**config.mk**
```make
export PLATFORM = sky130hd
export DESIGN_NAME = pcie_tlp_bridge
export DESIGN_NICKNAME = d
export VERILOG_FILES = /design/src/tlp_pkg.sv /design/src/tlp_rx_packer.sv /design/src/tlp_tx_splitter.sv /design/src/link_led.sv /design/src/pcie_tlp_bridge.sv
export SDC_FILE = /design/constraint.sdc
export NUM_CORES = 1
export LEC_CHECK = 0
export BUFFER_PORTS_ARGS = -buffer_cell sky130_fd_sc_hd__clkbuf_2
export CAP_MARGIN = 20
export CORE_AREA = 2 2 178 180
export DETAILED_ROUTE_END_ITERATION = 7
export DIE_AREA = 0 0 180 182
export PLACE_DENSITY = 0.55
export SYNTH_ARGS = -nofsm -noshare
export SYNTH_HDL_FRONTEND = slang
export SYNTH_HIERARCHICAL = 1
export SYNTH_SLANG_ARGS = --single-unit
```
**constraint.sdc**
```tcl
create_clock -name clk_pcie -period 7.25 [get_ports clk_pcie]
set_clock_uncertainty 0.1 [all_clocks]
set_input_delay 0.725 -clock clk_pcie [delete_from_list [all_inputs] [get_ports clk_pcie]]
set_output_delay 0.725 -clock clk_pcie [all_outputs]
set_load 0.02 [all_outputs]
```
**src/tlp_pkg.sv**
```systemverilog
// Shared widths, typedefs and stream structs for the 64/128-bit TLP converters
// Core beats carry one or two dwords; byte keep is either 8'h0f or 8'hff

package tlp_pkg;

    // --------------------------------------------------
    // Stream widths
    // --------------------------------------------------
    localparam int DW_W        = 32;
    localparam int BEAT_W      = 64;
    localparam int WORD_W      = 128;
    localparam int BYTE_KEEP_W = 8;
    localparam int DW_KEEP_W   = 4;
    localparam int BAR_HIT_W   = 7;
    localparam int DW_COUNT_W  = 3;

    // Default counter bit for the link LED blink
    localparam int BLINK_BIT_DEFAULT = 25;

    // --------------------------------------------------
    // Vector types
    // --------------------------------------------------
    typedef logic [DW_W-1:0]        dw_t;
    typedef logic [BEAT_W-1:0]      beat64_data_t;
    typedef logic [WORD_W-1:0]      word128_data_t;
    typedef logic [BYTE_KEEP_W-1:0] byte_keep_t;
    typedef logic [DW_KEEP_W-1:0]   dw_keep_t;
    typedef logic [BAR_HIT_W-1:0]   bar_hit_t;

    // Dwords held in the packer, 0 to 4
    typedef logic [DW_COUNT_W-1:0]  dw_count_t;

    // Legal byte keep values of a core beat
    localparam byte_keep_t KEEP_LOW_DW  = 8'h0f;
    localparam byte_keep_t KEEP_BOTH_DW = 8'hff;

    // --------------------------------------------------
    // Stream structs
    // --------------------------------------------------

    // Core side beat, valid and ready travel separately
    typedef struct packed {
        beat64_data_t data;
        byte_keep_t   keep;
        logic         last;
        bar_hit_t     bar_hit;
    } core_beat_t;

    // Bit order gives first at bit 0, last at bit 1, bar_hit at [8:2]
    typedef struct packed {
        bar_hit_t bar_hit;
        logic     last;
        logic     first;
    } tlps_user_t;

    typedef struct packed {
        word128_data_t tdata;
        dw_keep_t      tkeepdw;
        logic          tlast;
        tlps_user_t    tuser;
    } tlps_word_t;

    // Splitter phase
    typedef enum logic [0:0] {
        LOW_HALF  = 1'b0,
        HIGH_HALF = 1'b1
    } split_state_t;

endpackage

```
**src/tlp_rx_packer.sv**
```systemverilog
// Packs 64-bit core receive beats into 128-bit TLP stream words
// The core receive port is never stalled, so there is no ready on either side
// Output word is valid for one cycle and must be taken by the sink

`timescale 1ns/1ns

module tlp_rx_packer import tlp_pkg::*; (
    input  logic       clk_pcie,
    input  logic       rst,
    input  core_beat_t core_rx,
    input  logic       core_rx_valid,
    output tlps_word_t tlps_rx,
    output logic       tlps_rx_valid
);

    word128_data_t acc_data;
    dw_count_t     dw_count;
    logic          first_q;
    logic          last_q;
    bar_hit_t      bar_hit_q;

    logic          emit;
    dw_count_t     wr_base;
    dw_count_t     beat_dws;
    dw_keep_t      keep_dw;

    // --------------------------------------------------
    // Fill tracking
    // --------------------------------------------------

    // Word goes out once three dwords are held or the TLP has ended
    assign emit = last_q || (dw_count > 3'd2);

    // New beat restarts at dword 0 when the held word leaves this cycle
    assign wr_base = emit ? 3'd0 : dw_count;

    // Upper dword present when byte 4 is kept
    assign beat_dws = core_rx.keep[4] ? 3'd2 : 3'd1;

    // Contiguous dword keep from bit 0
    assign keep_dw = {(dw_count > 3'd3), (dw_count > 3'd2), (dw_count > 3'd1), 1'b1};

    // --------------------------------------------------
    // Accumulator
    // --------------------------------------------------
    always_ff @(posedge clk_pcie) begin
        if (core_rx_valid) begin
            case (wr_base)
                3'd0:    acc_data[63:0]   <= core_rx.data;
                3'd1:    acc_data[95:32]  <= core_rx.data;
                default: acc_data[127:64] <= core_rx.data;
            endcase
        end
    end

    // --------------------------------------------------
    // Control state
    // --------------------------------------------------
    always_ff @(posedge clk_pcie or posedge rst) begin
        if (rst) begin
            dw_count  <= '0;
            first_q   <= 1'b1;
            last_q    <= 1'b0;
            bar_hit_q <= '0;
        end else if (core_rx_valid) begin
            dw_count  <= wr_base + beat_dws;
            // Next word opens a TLP only if the emitted one closed it
            first_q   <= emit ? last_q : first_q;
            last_q    <= core_rx.last;
            bar_hit_q <= core_rx.bar_hit;
        end else if (emit) begin
            dw_count  <= '0;
            first_q   <= last_q;
            last_q    <= 1'b0;
        end
    end

    // --------------------------------------------------
    // Output word
    // --------------------------------------------------
    always_comb begin
        tlps_rx.tdata         = acc_data;
        tlps_rx.tkeepdw       = keep_dw;
        tlps_rx.tlast         = last_q;
        tlps_rx.tuser.first   = first_q;
        tlps_rx.tuser.last    = last_q;
        tlps_rx.tuser.bar_hit = bar_hit_q;
    end

    assign tlps_rx_valid = emit;

endmodule

```
**src/tlp_tx_splitter.sv**
```systemverilog
// Splits 128-bit TLP stream words into 64-bit core transmit beats
// Source must hold the word and valid stable until tlps_tx_ready
// The low beat is passed through combinationally, no word buffer

`timescale 1ns/1ns

module tlp_tx_splitter import tlp_pkg::*; (
    input  logic       clk_pcie,
    input  logic       rst,
    input  tlps_word_t tlps_tx,
    input  logic       tlps_tx_valid,
    input  logic       core_tx_ready,
    output logic       tlps_tx_ready,
    output core_beat_t core_tx,
    output logic       core_tx_valid
);

    split_state_t state;
    split_state_t state_next;

    logic         has_high;
    logic         final_beat;
    logic         beat_taken;

    // Dword 2 present means a second core beat
    assign has_high = tlps_tx.tkeepdw[2];

    assign final_beat = (state == HIGH_HALF) || !has_high;

    assign core_tx_valid = tlps_tx_valid;
    assign beat_taken    = core_tx_valid && core_tx_ready;

    // Word is released only with its last beat
    assign tlps_tx_ready = core_tx_ready && final_beat;

    // --------------------------------------------------
    // Beat formation
    // --------------------------------------------------
    always_comb begin
        core_tx.bar_hit = '0;
        if (state == HIGH_HALF) begin
            core_tx.data = tlps_tx.tdata[127:64];
            core_tx.keep = tlps_tx.tkeepdw[3] ? KEEP_BOTH_DW : KEEP_LOW_DW;
            core_tx.last = tlps_tx.tlast;
        end else begin
            core_tx.data = tlps_tx.tdata[63:0];
            core_tx.keep = tlps_tx.tkeepdw[1] ? KEEP_BOTH_DW : KEEP_LOW_DW;
            // Last only when no high beat follows
            core_tx.last = tlps_tx.tlast && !has_high;
        end
    end

    // --------------------------------------------------
    // Phase FSM
    // --------------------------------------------------
    always_comb begin
        state_next = state;
        case (state)
            LOW_HALF: begin
                if (beat_taken && has_high) begin
                    state_next = HIGH_HALF;
                end
            end
            HIGH_HALF: begin
                if (beat_taken) begin
                    state_next = LOW_HALF;
                end
            end
            default: begin
                state_next = LOW_HALF;
            end
        endcase
    end

    always_ff @(posedge clk_pcie or posedge rst) begin
        if (rst) begin
            state <= LOW_HALF;
        end else begin
            state <= state_next;
        end
    end

endmodule

```
**src/link_led.sv**
```systemverilog
// Link LED, lit while the link is up, blinking from a free counter when down
// Blink period is 2^(LED_BLINK_BIT+1) cycles of clk_pcie

`timescale 1ns/1ns

module link_led import tlp_pkg::*; #(
    parameter int LED_BLINK_BIT = BLINK_BIT_DEFAULT
) (
    input  logic clk_pcie,
    input  logic rst,
    input  logic link_up,
    output logic led_state
);

    // Only bits up to the blink bit are needed
    logic [LED_BLINK_BIT:0] blink_cnt;

    always_ff @(posedge clk_pcie or posedge rst) begin
        if (rst) begin
            blink_cnt <= '0;
        end else begin
            blink_cnt <= blink_cnt + 1'b1;
        end
    end

    assign led_state = link_up || blink_cnt[LED_BLINK_BIT];

endmodule

```
**src/pcie_tlp_bridge.sv**
```systemverilog
// Top level of the PCIe TLP stream width converters and the link LED
// Single clock domain on clk_pcie; receive path has no back-pressure
// Transmit beats always carry a zero bar_hit

`timescale 1ns/1ns

module pcie_tlp_bridge import tlp_pkg::*; #(
    parameter int LED_BLINK_BIT = BLINK_BIT_DEFAULT
) (
    input  logic       clk_pcie,
    input  logic       rst,

    // Core receive beats
    input  core_beat_t core_rx,
    input  logic       core_rx_valid,

    // Receive TLP stream
    output tlps_word_t tlps_rx,
    output logic       tlps_rx_valid,

    // Transmit TLP stream
    input  tlps_word_t tlps_tx,
    input  logic       tlps_tx_valid,
    output logic       tlps_tx_ready,

    // Core transmit beats
    output core_beat_t core_tx,
    output logic       core_tx_valid,
    input  logic       core_tx_ready,

    // Status
    input  logic       link_up,
    output logic       led_state
);

    // --------------------------------------------------
    // Receive, 64 to 128 bit
    // --------------------------------------------------
    tlp_rx_packer u_rx_packer (
        .clk_pcie      (clk_pcie),
        .rst           (rst),
        .core_rx       (core_rx),
        .core_rx_valid (core_rx_valid),
        .tlps_rx       (tlps_rx),
        .tlps_rx_valid (tlps_rx_valid)
    );

    // --------------------------------------------------
    // Transmit, 128 to 64 bit
    // --------------------------------------------------
    tlp_tx_splitter u_tx_splitter (
        .clk_pcie      (clk_pcie),
        .rst           (rst),
        .tlps_tx       (tlps_tx),
        .tlps_tx_valid (tlps_tx_valid),
        .core_tx_ready (core_tx_ready),
        .tlps_tx_ready (tlps_tx_ready),
        .core_tx       (core_tx),
        .core_tx_valid (core_tx_valid)
    );

    // Link status LED
    link_led #(
        .LED_BLINK_BIT (LED_BLINK_BIT)
    ) u_link_led (
        .clk_pcie  (clk_pcie),
        .rst       (rst),
        .link_up   (link_up),
        .led_state (led_state)
    );

endmodule

```
[Word level (Yosys, flattened, before mapping)]
Index checks and enable logic that the tools add are counted.
Cells by class
  equal/unequal tests: 1
  order comparisons: 3
  multiplexer cells: 13
  reductions and logical operators: 16
  add/sub/neg operators: 2
  bitwise gates (word level): 3
Operators by type and width (number)
  32-bit one-hot mux with 2 select lines: 2
  73-bit two-way mux: 1
  26-bit by 1-bit adder with 26-bit output, second input constant: 1
  8-bit two-way mux: 2
  2-bit AND reduction: 4
  3-bit by 2-bit > comparator with 1-bit output, second input constant: 2
  3-bit two-way mux: 2
  1-bit logical AND: 4
  1-bit two-way mux: 4
  2-bit nonzero test: 2
  3-bit adder: 1
  3-bit by 1-bit == test with 1-bit output, second input constant: 1
  3-bit by 1-bit > comparator with 1-bit output, second input constant: 1
  3-bit zero test: 1
  1-bit logical OR: 3
  1-bit inverter: 3
  2-bit two-way mux: 1
  1-bit one-hot mux with 2 select lines: 1
  2-bit OR reduction: 1
  1-bit zero test: 1
Storage, ports and cells
  output and inout bits: 226
  register bits after elaboration: 167

[Logic depth before layout (Yosys ltp)]
  depth after elaboration: 7
  depth in mapped cells: 5
  mapped depth without buffers: 5

[Cells and area by module]
The synthesis kept the hierarchy.
Modules (own cells, without submodules)
  tlp_rx_packer: area each 5222.5 um^2, seq. area each 4145.2 um^2, cells each 248, times used 1
  link_led: area each 1183.6 um^2, seq. area each 650.6 um^2, cells each 98, times used 1
  tlp_tx_splitter: area each 1082.3 um^2, seq. area each 25.0 um^2, cells each 97, times used 1

[Worst setup path before layout]
No wires, ideal clock.
  path type: input to register
  start: input port core_rx_valid
  end: register u_rx_packer.acc_data[0], enable pin
  stages on the path: 3
  slack: 3042 ps
  arrival: 3637 ps
  path buffers: 2
  path through: clkbuf_1 > clkbuf_1 > a21boi_0
Between the ends
  cells in the longest elaborated chain, start to end: 1
Ends and longest elaborated chain
  from (decl): RTL line pcie_tlp_bridge.sv:15  | input logic core_rx_valid,
  2-bit AND reduction (no source line)
  to (signal assigned): RTL line tlp_rx_packer.sv:49  | 3'd0: acc_data[63:0] <= core_rx.data;
  to (decl): RTL line tlp_rx_packer.sv:16  | word128_data_t acc_data;
Every way passes these cells.
A chain may end at the register's enable or synchronous reset.

==> flow_summary.yaml <==
die:
  die_w_um: 180
  core_um2: 31000
  start_util: 0.242
  dieArea_um2: 32800
  die-height_um: 182
  rows: 65
  ios: 454
final_layout:
  area_growth_pct: 40.7
  utilization: 0.340
  fin_nets: 1095
  layout-drive-gt1-share: 0.653
drt:
  drt-total-wl_mm: 22.5
  drc: 0
  avgViaCountPerCell: 4.13
  routedWlPerCell_um: 17.5
  drtPass1Iterations: 4
  vias: 5280
  postRouteAntennaNets: 0
  drt_iter0_markers: 195
synthesis:
  syn_inst: 443
  yosysWarnings: 6
  synth_seq_cells: 167
  synth_edf_count: 128
  ys_async_sr_fraction: 0.234
  syn_avg_cell_area_um2: 16.9
  synthFlopType: "edfxtp_1"
  syn_area_um2: 7490
  synthDistinctLibCells: 41
  yosysSeqAreaShare: 0.644
sta:
  timing_hold_violations_final: 0
  timing.setup.tns_ns: 0
  finalCritPeriodShare: 0.412
  max_slew.worst_pin.slew_ns: 1.02
  rsz0062_at_grt: "false"
  timing.fmax_mhz: 335
  hold_slack_ns: 0.0308
  finalSetupViolations: 0
  relSlewSlack: 0.310
  min_period_ns: 2.98
  slew_violations: 0
  setup_slack_ns: 4.27
power:
  leakagePower_nw: 4.83
  max-vdd-ir-drop_mv: 0.160
  p_per_area_nw_per_um2: 301
  fin_total_pwr_mw: 3.18
clock_tree:
  post_cts_buffers: 0
  cts_tree: "yes"
  cts_resized: 0
  cts_buffers: 17
  path_clk_slew_ns: 0.07
  clock-sinks: 167
  max-clock-path-buffers: 2
  postCtsHoldBufs: 0
  htreeDepth: 4
  cts-root-buf: "clkbuf_16"
  clkLatencyLatePin_ns: 0.42
global_route:
  grt_max_degree: 68
  antenna_found_initial: 4
  grt_pass1_wl_mm: 32.3
  grt_pass1_vias: 5280
  grt.overflow.total: 0
  grt_usage: 0.133
critical_path:
  start_kind: "flop"
  crit_path_max_incr_delay_ns: 1.07
  endpoint: "core_tx[13]"
  crit_family: "flip-flops"
  worstPathCellList: "mux2_2 > clkbuf_2"
  cp_num_buf_inv: 1
  startpoint: "u_tx_splitter/state"
  crit_fanout: 67
  ff2ff_setup_slack_ns: 4.44
  crit_cells: 2
  r2r_start: "u_rx_packer/dw_count[2]"
  crit_required_ns: 6.42
  crit_path_end_kind: "output pin"
  arrival_ns: 2.16
  slowest_stage: "dfrtp_4"
  ff2ff_path_depth: 2
  crit_type: "reg -> out"
  reg2reg_to: "u_rx_packer/acc_data[120]"
outcome:
  status: "finished clean"
placed_design:
  dpl_worst_slack_ns: 4.41
  portBuffers: 424
  gp_congestion: 0.809
  dpl.hpwl_mm: 17.4
run:
  cap_viol_max_count: 0
hold_path:
  hp-class: "in -> async"
[flip-flops by register name, indices dropped and copies added (netlist names)]
signal / count
u_rx_packer/first_q: 1
u_rx_packer/dw_count: 3
u_link_led/blink_cnt: 26
u_rx_packer/last_q: 1
u_rx_packer/acc_data: 128
u_rx_packer/bar_hit_q: 7
u_tx_splitter/state: 1
[through the flow]
| stage | area [um^2] | std cells |
|---|---|---|
| 3_3_place_gp | 9940 | 1246 |
| 2_1_floorplan | 7520 | 452 |
| 3_5_place_dp | 9940 | 1246 |
| 5_1_grt | 10500 | 1279 |
| 4_1_cts | 10500 | 1277 |
| 6_report | 10500 | 1280 |
[cells by family after synthesis]
logic type / count (synthesis) / share of synthesized area
XOR/XNOR: 25 / 0.0292
AND/OR/NAND/NOR: 59 / 0.0526
other: 3 / 0.00150
buffers and inverters: 44 / 0.0404
flip-flops: 167 / 0.644
AO/OA/AOI/OAI: 3 / 0.00301
multiplexers: 139 / 0.223
adder cells (fa/ha/maj): 3 / 0.00601
[worst min path at each step]
stage / from / end / cells after the start
3_5_place_dp: u_link_led/blink_cnt[18] / u_link_led/blink_cnt[18] / 1
2_1_floorplan: u_link_led/blink_cnt[18] / u_link_led/blink_cnt[18] / 1
6_report: rst / u_tx_splitter/state / 2
5_1_grt: rst / u_tx_splitter/state / 2
4_1_cts: rst / u_tx_splitter/state / 2
3_3_place_gp: u_link_led/blink_cnt[18] / u_link_led/blink_cnt[18] / 1
[cells in the final DEF, fill, tap and decap left out, drive strengths merged, types with 7 or more instances in the layout]
cell,netlist,final
conb,3,12
clkbuf,3,442
nand2,13,13
nor3,7,7
mux2,138,138
nand3,7,7
clkinv,0,7
inv,8,9
xor2,13,13
xnor2,12,12
edfxtp,128,128
dfrtp,38,38
[final cells by class]
cell class,instances,area (um^2)
Antenna cell,2,5.00
Clock buffer,18,429
Clock inverter,13,133
Fill cell,3135,20500
Inverter,8,30.0
Multi-Input combinational cell,241,2430
Sequential cell,167,4820
Tap cell,402,503
Timing Repair Buffer,429,2180
[power by group]
group	switching, mW	internal, mW	total, mW
clock network	0.388	0.504	0.892
logic	0.590	0.367	0.958
registers	0.0836	1.24	1.33
total	1.06	2.11	3.18
[synth_stat cells, drive strengths merged, types with 2 or more instances]
cell / instances / area share
and2: 6 / 0.0050
nand4: 4 / 0.0053
xor2: 13 / 0.015
mux2: 138 / 0.22
nand2: 13 / 0.0065
or2: 2 / 0.0017
nand2b: 2 / 0.0017
conb: 3 / 0.0015
dfrtp: 38 / 0.13
and4: 4 / 0.0050
and3: 5 / 0.0045
buf: 33 / 0.035
nor4b: 2 / 0.0032
ha: 2 / 0.0033
edfxtp: 128 / 0.51
nor3: 7 / 0.0067
nor2: 3 / 0.0015
nand3: 7 / 0.0053
inv: 8 / 0.0040
clkbuf: 3 / 0.0015
xnor2: 12 / 0.014
[worst reg2reg max path, cell delays in order, from the launching register on]
cell and delay [ns]:
dfrtp_1 0.45, nor4b_1 0.91, and2_2 0.93
[layer usage]
layer | global-route usage | wire length, um | share of wire | vias up
li1 | - | - | - | 2462
met1 | 0.148 | 8490 | 0.38 | 2525
met2 | 0.232 | 11600 | 0.52 | 269
met3 | 0.0463 | 1800 | 0.080 | 20
met4 | 0.0533 | 516 | 0.023 | 4
met5 | 0 | 23 | 0.0010 | -
Note: power is estimated with default switching activity, not from simulation.
